**src/source/switch_pkg.sv**
```systemverilog
package switch_pkg;

	// ------------------------------------------------------------------------
	// Switch geometry
	// ------------------------------------------------------------------------

	// Number of input and output ports
	parameter int num_ports = 4;

	// Full packet width, header in the low byte and payload in the high byte
	parameter int packet_width = 16;

	// ------------------------------------------------------------------------
	// Field types
	// ------------------------------------------------------------------------

	// One packet as stored in a FIFO and driven on an output
	typedef logic [packet_width-1:0] packet_t;

	// Set of ports, one bit per port
	// Used for source and target masks, requests and grants
	typedef logic [num_ports-1:0] port_mask_t;

	// Index of a single port, for the pointer and the output selects
	typedef logic [$clog2(num_ports)-1:0] port_sel_t;

	// ------------------------------------------------------------------------
	// Port state machine
	// ------------------------------------------------------------------------

	// idle      waiting for a packet in the FIFO
	// route     header at the FIFO head is checked
	// arb_wait  requesting the target outputs until granted
	// transmit  one cycle after the grant while the packet leaves
	typedef enum logic [1:0] {
		idle,
		route,
		arb_wait,
		transmit
	} port_state_t;

endpackage

```
**src/source/packet_fifo.sv**
```systemverilog
module packet_fifo import switch_pkg::*; #(
	parameter int depth = 8
) (
	input  logic    clk,
	input  logic    rst,
	input  logic    wr_en,
	input  packet_t wr_data,
	input  logic    rd_en,
	output packet_t head,
	output logic    empty,
	output logic    full
);

	localparam int ptr_width = $clog2(depth);

	// Pointers wrap on their own since depth is a power of two
	typedef logic [ptr_width-1:0] fifo_ptr_t;
	typedef logic [ptr_width:0] fifo_count_t;

	packet_t     mem [depth];
	fifo_ptr_t   wr_ptr;
	fifo_ptr_t   rd_ptr;
	fifo_count_t count;
	logic        wr_ok;
	logic        rd_ok;

	// Writes while full and reads while empty are ignored
	assign wr_ok = wr_en && !full;
	assign rd_ok = rd_en && !empty;

	assign empty = (count == '0);
	assign full  = (count == fifo_count_t'(depth));

	// Head is visible before it is read so the port can check the header
	assign head = mem[rd_ptr];

	// ------------------------------------------------------------------------
	// Storage
	// ------------------------------------------------------------------------

	always_ff @(posedge clk) begin
		if (wr_ok) begin
			mem[wr_ptr] <= wr_data;
		end
	end

	// ------------------------------------------------------------------------
	// Pointers and occupancy
	// ------------------------------------------------------------------------

	always_ff @(posedge clk) begin
		if (rst) begin
			wr_ptr <= '0;
			rd_ptr <= '0;
			count  <= '0;
		end else begin
			if (wr_ok) begin
				wr_ptr <= wr_ptr + fifo_ptr_t'(1);
			end
			if (rd_ok) begin
				rd_ptr <= rd_ptr + fifo_ptr_t'(1);
			end
			// Simultaneous read and write leaves the count unchanged
			case ({wr_ok, rd_ok})
				2'b10:   count <= count + fifo_count_t'(1);
				2'b01:   count <= count - fifo_count_t'(1);
				default: count <= count;
			endcase
		end
	end

endmodule

```
**src/source/switch_port.sv**
```systemverilog
module switch_port import switch_pkg::*; #(
	parameter int depth = 8
) (
	input  logic       clk,
	input  logic       rst,
	input  logic       wr_en,
	input  packet_t    wr_data,
	output logic       full,
	output port_mask_t req,
	input  logic       grant,
	output packet_t    head
);

	port_state_t state;
	port_state_t next_state;
	logic        fifo_empty;
	logic        rd_en;
	port_mask_t  src_mask;
	port_mask_t  tgt_mask;
	logic        valid_header;

	// ------------------------------------------------------------------------
	// Input FIFO
	// ------------------------------------------------------------------------

	packet_fifo #(
		.depth(depth)
	) u_packet_fifo (
		.clk    (clk),
		.rst    (rst),
		.wr_en  (wr_en),
		.wr_data(wr_data),
		.rd_en  (rd_en),
		.head   (head),
		.empty  (fifo_empty),
		.full   (full)
	);

	// ------------------------------------------------------------------------
	// Header check
	// ------------------------------------------------------------------------

	// Source in the low nibble, target in the next one
	assign src_mask = head[num_ports-1:0];
	assign tgt_mask = head[2*num_ports-1:num_ports];

	// A packet must go somewhere and never back to where it came from
	assign valid_header = (tgt_mask != '0) && ((tgt_mask & src_mask) == '0);

	// Request is a level for as long as we wait for the grant
	assign req = (state == arb_wait) ? tgt_mask : '0;

	// Pop on a grant, or discard a bad packet straight from route
	assign rd_en = ((state == arb_wait) && grant) ||
		((state == route) && !valid_header);

	// ------------------------------------------------------------------------
	// Routing FSM
	// ------------------------------------------------------------------------

	always_comb begin
		next_state = state;
		case (state)
			idle: begin
				if (!fifo_empty) begin
					next_state = route;
				end
			end
			route: begin
				if (valid_header) begin
					next_state = arb_wait;
				end else begin
					next_state = idle;
				end
			end
			arb_wait: begin
				if (grant) begin
					next_state = transmit;
				end
			end
			transmit: begin
				next_state = idle;
			end
			default: begin
				next_state = idle;
			end
		endcase
	end

	always_ff @(posedge clk) begin
		if (rst) begin
			state <= idle;
		end else begin
			state <= next_state;
		end
	end

endmodule

```
**src/source/crossbar_arbiter.sv**
```systemverilog
module crossbar_arbiter import switch_pkg::*; (
	input  logic       clk,
	input  logic       rst,
	input  port_mask_t req0,
	input  port_mask_t req1,
	input  port_mask_t req2,
	input  port_mask_t req3,
	input  packet_t    head0,
	input  packet_t    head1,
	input  packet_t    head2,
	input  packet_t    head3,
	output port_mask_t grant,
	output port_mask_t out_valid,
	output packet_t    out_data0,
	output packet_t    out_data1,
	output packet_t    out_data2,
	output packet_t    out_data3
);

	port_sel_t  ptr;
	port_mask_t reqs [num_ports];
	packet_t    heads [num_ports];
	port_sel_t  win_sel [num_ports];
	port_mask_t win_valid;
	port_mask_t won [num_ports];
	port_mask_t next_active;
	packet_t    out_data_q [num_ports];

	// Gather the per-port buses so the selection can loop over them
	assign reqs[0]  = req0;
	assign reqs[1]  = req1;
	assign reqs[2]  = req2;
	assign reqs[3]  = req3;
	assign heads[0] = head0;
	assign heads[1] = head1;
	assign heads[2] = head2;
	assign heads[3] = head3;

	// ------------------------------------------------------------------------
	// Round-robin pointer, shared by all outputs
	// ------------------------------------------------------------------------

	always_ff @(posedge clk) begin
		if (rst) begin
			ptr <= '0;
		end else begin
			ptr <= ptr + port_sel_t'(1);
		end
	end

	// ------------------------------------------------------------------------
	// Winner per output, first requester at or after the pointer
	// ------------------------------------------------------------------------

	always_comb begin : winner_search
		port_sel_t idx;
		for (int o = 0; o < num_ports; o++) begin
			win_sel[o]   = '0;
			win_valid[o] = 1'b0;
			for (int k = 0; k < num_ports; k++) begin
				idx = ptr + port_sel_t'(k);
				if (!win_valid[o] && reqs[idx][o]) begin
					win_sel[o]   = idx;
					win_valid[o] = 1'b1;
				end
			end
		end
	end

	// ------------------------------------------------------------------------
	// All-or-nothing grants
	// ------------------------------------------------------------------------

	// won[p] holds the outputs that port p won this cycle
	always_comb begin
		for (int p = 0; p < num_ports; p++) begin
			for (int o = 0; o < num_ports; o++) begin
				won[p][o] = win_valid[o] && (win_sel[o] == port_sel_t'(p));
			end
			// A multicast port only goes when every copy can leave together
			grant[p] = (reqs[p] != '0) && ((reqs[p] & ~won[p]) == '0);
		end
	end

	// An output fires only if its winner was granted as a whole
	always_comb begin
		for (int o = 0; o < num_ports; o++) begin
			next_active[o] = win_valid[o] && grant[win_sel[o]];
		end
	end

	// ------------------------------------------------------------------------
	// Registered output multiplexers
	// ------------------------------------------------------------------------

	always_ff @(posedge clk) begin
		if (rst) begin
			out_valid <= '0;
		end else begin
			out_valid <= next_active;
		end
	end

	// Head is captured in the grant cycle, before the FIFO moves on
	always_ff @(posedge clk) begin
		for (int o = 0; o < num_ports; o++) begin
			if (next_active[o]) begin
				out_data_q[o] <= heads[win_sel[o]];
			end
		end
	end

	assign out_data0 = out_data_q[0];
	assign out_data1 = out_data_q[1];
	assign out_data2 = out_data_q[2];
	assign out_data3 = out_data_q[3];

endmodule

```
**src/source/packet_switch.sv**
```systemverilog
module packet_switch import switch_pkg::*; #(
	parameter int depth = 8
) (
	input  logic       clk,
	input  logic       rst,
	input  port_mask_t in_valid,
	input  packet_t    in_data0,
	input  packet_t    in_data1,
	input  packet_t    in_data2,
	input  packet_t    in_data3,
	output port_mask_t in_full,
	output port_mask_t out_valid,
	output packet_t    out_data0,
	output packet_t    out_data1,
	output packet_t    out_data2,
	output packet_t    out_data3
);

	port_mask_t req0;
	port_mask_t req1;
	port_mask_t req2;
	port_mask_t req3;
	packet_t    head0;
	packet_t    head1;
	packet_t    head2;
	packet_t    head3;
	port_mask_t grant;

	// ------------------------------------------------------------------------
	// Input ports
	// ------------------------------------------------------------------------

	switch_port #(.depth(depth)) u_port0 (
		.clk(clk), .rst(rst),
		.wr_en(in_valid[0]), .wr_data(in_data0), .full(in_full[0]),
		.req(req0), .grant(grant[0]), .head(head0)
	);

	switch_port #(.depth(depth)) u_port1 (
		.clk(clk), .rst(rst),
		.wr_en(in_valid[1]), .wr_data(in_data1), .full(in_full[1]),
		.req(req1), .grant(grant[1]), .head(head1)
	);

	switch_port #(.depth(depth)) u_port2 (
		.clk(clk), .rst(rst),
		.wr_en(in_valid[2]), .wr_data(in_data2), .full(in_full[2]),
		.req(req2), .grant(grant[2]), .head(head2)
	);

	switch_port #(.depth(depth)) u_port3 (
		.clk(clk), .rst(rst),
		.wr_en(in_valid[3]), .wr_data(in_data3), .full(in_full[3]),
		.req(req3), .grant(grant[3]), .head(head3)
	);

	// ------------------------------------------------------------------------
	// Crossbar
	// ------------------------------------------------------------------------

	crossbar_arbiter u_crossbar_arbiter (
		.clk      (clk),
		.rst      (rst),
		.req0     (req0),
		.req1     (req1),
		.req2     (req2),
		.req3     (req3),
		.head0    (head0),
		.head1    (head1),
		.head2    (head2),
		.head3    (head3),
		.grant    (grant),
		.out_valid(out_valid),
		.out_data0(out_data0),
		.out_data1(out_data1),
		.out_data2(out_data2),
		.out_data3(out_data3)
	);

endmodule

```
**config.mk**
```make
export PLATFORM = sky130hd
export DESIGN_NAME = packet_switch
export DESIGN_NICKNAME = d
export VERILOG_FILES = /design/src/source/switch_pkg.sv /design/src/source/packet_fifo.sv /design/src/source/switch_port.sv /design/src/source/crossbar_arbiter.sv /design/src/source/packet_switch.sv
export SDC_FILE = /design/constraint.sdc
export NUM_CORES = 1
export LEC_CHECK = 0
export BUFFER_PORTS_ARGS = -buffer_cell sky130_fd_sc_hd__buf_2
export CAP_MARGIN = 20
export CORE_MARGIN = 3
export CORE_UTILIZATION = 40
export DETAILED_ROUTE_END_ITERATION = 10
export HOLD_SLACK_MARGIN = 0.1
export PLACE_DENSITY = 0.64
export SLEW_MARGIN = 0
export SYNTH_ARGS = -nofsm -noshare
export SYNTH_HDL_FRONTEND = slang
export SYNTH_SLANG_ARGS = --single-unit
```
**constraint.sdc**
```tcl
create_clock -name clk -period 5.95 [get_ports clk]
set_clock_uncertainty 0.2 [all_clocks]
set_input_delay 0.2975 -clock clk [delete_from_list [all_inputs] [get_ports clk]]
set_output_delay 0.2975 -clock clk [all_outputs]
set_load 0.01 [all_outputs]
```
**After elaboration in Yosys (flattened, before gate mapping)**

Memories as Yosys holds them, arrays and structs flattened. A register that Yosys moved wholly into a read port is not among the register bits.
Index checks and enable logic that the tools add are counted.

- Flip-flop bits (word level): 54
- Output and inout port bits: 72
- Bits in latches: 0
- Memories kept: 5
- RAM bits: 576
- Input bits: 70
- ROM bits: 0
- Logic and storage cells: 350

Memory list:

| name | depth | bits a word | read ports | clocked after memory_dff | write ports | RTL line | text |
|---|---|---|---|---|---|---|---|
| u_port0.u_packet_fifo.mem | 8 | 16 | 1 | 1 | 1 | packet_fifo.sv:20 | `packet_t mem [depth];` |
| u_port1.u_packet_fifo.mem | 8 | 16 | 1 | 1 | 1 | packet_fifo.sv:20 |  |
| u_port2.u_packet_fifo.mem | 8 | 16 | 1 | 1 | 1 | packet_fifo.sv:20 |  |
| u_port3.u_packet_fifo.mem | 8 | 16 | 1 | 1 | 1 | packet_fifo.sv:20 |  |
| u_crossbar_arbiter.out_data_q | 4 | 16 | 4 | 0 | 4 | crossbar_arbiter.sv:27 | `packet_t out_data_q [num_ports];` |

- Bitwise logic cells: 20
- Multiply operators: 0
- Add/sub/neg operators: 19
- Div/mod/pow operators: 0
- Eq/ne operators: 44
- $lt $le $gt $ge: 12
- Reduce and logical (&&, ||, !) cells: 120
- Shifts and indexed selects: 0
- Multiplexer cells: 112

Operators with widths:

| operator | count |
|---|---|
| 16-bit binary-select mux with 2-bit select | 4 |
| 16-bit 2-to-1 mux | 8 |
| 1-bit logical AND | 56 |
| 2-bit 2-to-1 mux | 28 |
| 4-bit zero test | 12 |
| 4-bit 2-to-1 mux | 12 |
| 2-bit equality test (second input constant) | 20 |
| 1-bit 2-to-1 mux | 36 |
| 4-bit AND | 8 |
| 4-bit binary-select mux with 2-bit select | 4 |
| 2-bit case mux with 4 select lines | 4 |
| 4-bit case mux with 2 select lines | 4 |
| 4-bit nonzero test | 8 |
| 3-bit by 1-bit adder with 3-bit output (second input constant) | 8 |
| 2-bit by 1-bit equality test with 1-bit output (second input constant) | 12 |
| 3-bit greater-or-equal comparator (second input constant) | 8 |
| 1-bit zero test | 24 |
| 3-bit 2-to-1 mux | 8 |
| 2-bit NOT with 3-bit output | 8 |
| 4-bit by 1-bit adder with 4-bit output (second input constant) | 4 |
| 4-bit equality test (second input constant) | 4 |
| 2-bit zero test | 8 |
| 4-bit NOT | 4 |
| 4-bit by 1-bit subtractor with 4-bit output (second input constant) | 4 |
| other kinds (9) | 31 |

**Longest topological paths before layout**

- Depth in word-level cells: 26
- Mapped depth: 19
- Mapped depth without buffers: 15

**Hierarchy**

A second synthesis with hierarchy kept.

- Cell total of the unflattened synthesis: 1564
- Area total of the unflattened synthesis: 27020.9 µm²

By module, submodules not included:

| module | seq. area each (µm²) | times used | cells an instance | area each (µm²) |
|---|---|---|---|---|
| packet_fifo | 4103.9 | 4 | 259 | 5516.5 |
| crossbar_arbiter | 2042.0 | 1 | 451 | 4357.9 |
| switch_port at u_port0 ... | 40.0 | 3 | 19 | 145.1 |
| switch_port at u_port3 | 40.0 | 1 | 20 | 161.4 |

**Least setup slack after synthesis**

OpenSTA, ideal clock, no wires.

- Kind: reg2reg
- Start point: register with a tool-made name
- End point: memory u_crossbar_arbiter.out_data_q[2][0] (netlist bit) (enable)
- Period minus slack after synthesis: 4.234 ns
- Setup time: 0.409 ns
- Slack: 1.716 ns
- Buffers on the path: 2
- Cell stages (with the launch flop): 12
- Arrival: 3.625 ns
- Required time: 5.341 ns
- Cell sequence: dfxtp_1 -> buf_6 -> mux2_1 -> mux4_2 -> nand2_4 -> o22ai_1 -> a21o_1 -> buf_2 -> and2b_1 -> o21bai_4 -> o211a_1 -> nor3_1

RTL lines:

| element | RTL line |
|---|---|
| end, declared | crossbar_arbiter.sv:27 |

==> results by group <==
CTS
  – Max clock buf depth: 3
  – Clock transition at path regs: 0.06 ns
  – Cts bufs inserted: 69
  – Worst-skew pair later-pin latency: 0.63 ns
  – H-tree levels: 3
  – CTS sink cnt: between 600 and 700
  – CTS tree: built
  – Clock root cell: clkbuf_16

Floorplanning
  – Total Die Area: 72400 um^2
  – Die Width: 269 um
  – Top Ports: 142
  – Chip height: 269 um
  – Starting Density: 0.408
  – Site row count: 95
  – Core footprint: 67900 um^2

Power and ir drop
  – PwrDens: 368 nW/um^2
  – Peak supply drop: roughly 0.24 mV
  – Lkg Pwr: 10.4 nW
  – Total power: 12.0 mW

Global route
  – Grt total ovfl: 0
  – Global-route wire length before repair: 103000 um
  – All-layer global routing usage: 0.192
  – Largest net degree at the start of global routing: 50
  – Vias in the first global route: 16480
  – Initial antenna violation count: 0

Yosys
  – Yosys warnings: 0
  – Sequential area share after synthesis: 0.673
  – Dominant cell type by area after synthesis: edfxtp_1
  – Mapped cell area: 27700 um^2
  – Syn nets: 1833
  – Synthesized instance count: 1743
  – Seq cells post-synth: 642
  – EDFF count, synth: 576
  – Synth async-reset ratio: 0
  – Synth top area share: 0.625
  – Post-synth cell types: 75
  – Synthesized area per cell: between 15 and 20 um^2
  – Post-synth top flop: edfxtp_1
  – Synth area leaders: edfxtp_1, mux4_2, dfxtp_1, mux2i_1, mux2_2

Cells and area
  – N_diodes: 0
  – Share of layout cells above drive strength 1: 0.260
  – # fillers: 5723
  – Area Overhead vs Synth: 17.6%
  – Layout Nets: between 2000 and 2500
  – Register area: 18600 um^2
  – Multi-input gate area: 8740 um^2

Timing
  – Final hold viol count: 0
  – RSZ-0062 raised after global routing: no
  – Relative slew slack: 0.240
  – Fin Setup TNS: 0 ns
  – Setup violators final: 0
  – Tmin final: 4.98 ns
  – Max-slew violations: 0
  – Slew @ Worst Pin: 1.14 ns
  – FMAX: 201 MHz
  – Final Cycle Share: 0.838

Placed design
  – Final GP Congestion: 0.908
  – IO buf count: 141
  – Post-DP HPWL: 46300 um

Routing
  – Vias: 16053
  – Post-route DRC: 0
  – Drt initial violations: 1387
  – Total wire length: 68800 um
  – DR WL/cell: 23.4 um
  – Vias per cell: 5.46
  – 1st-pass router iterations: 5
  – Remaining antenna violation count: 0

Critical path
  – CP Capture Type: flop
  – Critical path launch point type: flop
  – Crit-path max FO: 22
  – Worst R2R Path Depth: 16
  – WP data arrival: 5.31 ns
  – WS Path Type: flop to flop
  – R2r setup slk: 0.97 ns
  – CP required: 6.28 ns
  – R2r endpoint: u_port0.u_packet_fifo.count[2]

Min path
  – Hold Path Class: flop to flop
  – Worst Hold End: u_port3.state[0]
  – Hold Crit Start: u_port3.state[0]
  – Hold path depth: 1

Job
  – Max-capacitance violation count: 0

Status
  – Status: completed
==> cell type report <==
| class | instances | area share |
|---|---|---|
| Sequential cell | 642 | 0.572 |
| Inverter | 17 | 0.00196 |
| Multi-Input combinational cell | 983 | 0.268 |
| Clock buffer | 89 | 0.0563 |
| Timing Repair Buffer | 253 | 0.0549 |
| Clock inverter | 34 | 0.0107 |
| Tap cell | 921 | 0.0354 |
==> routing by layer <==
metal / share of wire / vias up / global-route usage
li1: - / 7315 / -
met1: 0.43 / 8162 / 0.258
met2: 0.49 / 477 / 0.320
met3: 0.052 / 99 / 0.0329
met4: 0.027 / 0 / 0.0620
met5: 0 / - / 0
==> synthesized netlist by cell type, drive strengths merged (3+ instances only) <==
cell and n:
a211o 4, a211oi 16, a21o 3, a21oi 58, a22o 5, a22oi 13, a2bb2oi 8, a32oi 7
and2 16, and3 7, buf 49, clkbuf 52, dfxtp 66, edfxtp 576, ha 20, inv 17
mux2 89, mux2i 105, mux4 105, nand2 88, nand2b 35, nand3 18, nand3b 9, nand4 6
nor2 95, nor2b 22, nor3 37, nor4 9, nor4bb 4, o211ai 38, o21a 8, o21ai 75
o22ai 6, o311ai 3, or2 14, or3 9, xnor2 7, xor2 17
==> registers in the layout, indices dropped and copies added, names as in the netlist, 4 cells and up, named ones only <==
register / flops
u_port1.u_packet_fifo.count: 4
u_port1.u_packet_fifo.mem: 128
u_port0.u_packet_fifo.mem: 128
u_crossbar_arbiter.out_valid: 4
u_port0.u_packet_fifo.count: 4
u_port3.u_packet_fifo.mem: 128
u_port3.u_packet_fifo.count: 4
u_port2.u_packet_fifo.count: 4
u_port2.u_packet_fifo.mem: 128
u_crossbar_arbiter.out_data_q: 64
==> power by group <==
| group | internal (mW) | switching [mW] |
|---|---|---|
| sequential | 5.20 | 0.203 |
| combinational | 1.02 | 1.44 |
| clock | 2.37 | 1.74 |
| total | 8.59 | 3.39 |
==> worst max-delay path, stage by stage (launching register included) <==
cell and delay [ns]:
dfxtp_1 0.71, buf_4 0.47, mux2i_1 0.24, a22o_1 0.28
or3_1 0.26, a21oi_1 0.11, o221ai_1 0.32, o311ai_1 0.20
or2_1 0.41, a21oi_2 0.32, ha_1 0.33, xor2_1 0.22
ha_1 0.17, a21oi_1 0.05, xor2_1 0.16, or3_1 0.31
a21oi_1 0.13
==> layout by cell type (no fill, tap or decap), drive strengths merged, types with 13 or more instances in the layout <==
master	instances
clkinv	24
nand2	88
o211ai	38
ha	20
xor2	17
mux2i	105
o21ai	75
nor2b	22
buf	184
a211oi	16
nand3	18
mux2	89
dlygate4sd3	69
clkbuf	89
a22oi	13
mux4	105
nand2b	35
dfxtp	66
edfxtp	576
a21oi	58
nor3	37
or2	14
inv	20
and2	16
nor2	95
==> repair_timing <==
action	CTS	global route
endpoints found under the hold margin	539	0
setup buffers	0	0
endpoints found under the setup margin	0	0
resized for setup	0	0
hold buffers	69	0
==> stage by stage <==
step / hold slack (ns) / std cells / worst slack, ns / utilization / instance area (um^2)
floorplan: 0.196 / 1743 / 1.72 / - / 27700
global placement: 0.244 / 2741 / 1.08 / 0.435 / 29600
detailed placement: 0.255 / 2741 / 1.06 / 0.435 / 29600
CTS: 0.247 / 2933 / 1.02 / 0.478 / 32400
global route: 0.262 / 2939 / 0.549 / 0.479 / 32500
finish: 0.261 / 2939 / 0.966 / 0.479 / 32500
==> logic make-up (layout without fill, tap and decap cells) <==
family,Yosys count,count (layout),share of synthesized area
adders and majority gates,20,20,0.00904
xor gates and xnor gates,24,24,0.00759
AOI/OAI and AO/OA,264,264,0.0628
buffers and inverters,118,393,0.0196
DFF,642,642,0.673
muxes,299,299,0.160
and+or+nand+nor,376,376,0.0684
==> how the worst max path moves through the flow <==
stage | start | endpoint | depth (start not counted)
finish | flop | u_port0.u_packet_fifo.count[2] | 16
CTS | flop | u_port0.u_packet_fifo.count[2] | 16
detailed placement | flop | u_port2.u_packet_fifo.count[2] | 16
floorplan | flop | u_crossbar_arbiter.out_data_q[2][0] | 11
global placement | flop | u_port2.u_packet_fifo.count[2] | 16
global route | flop | u_port2.u_packet_fifo.count[2] | 16
Note: power is estimated with default switching activity, not from simulation.
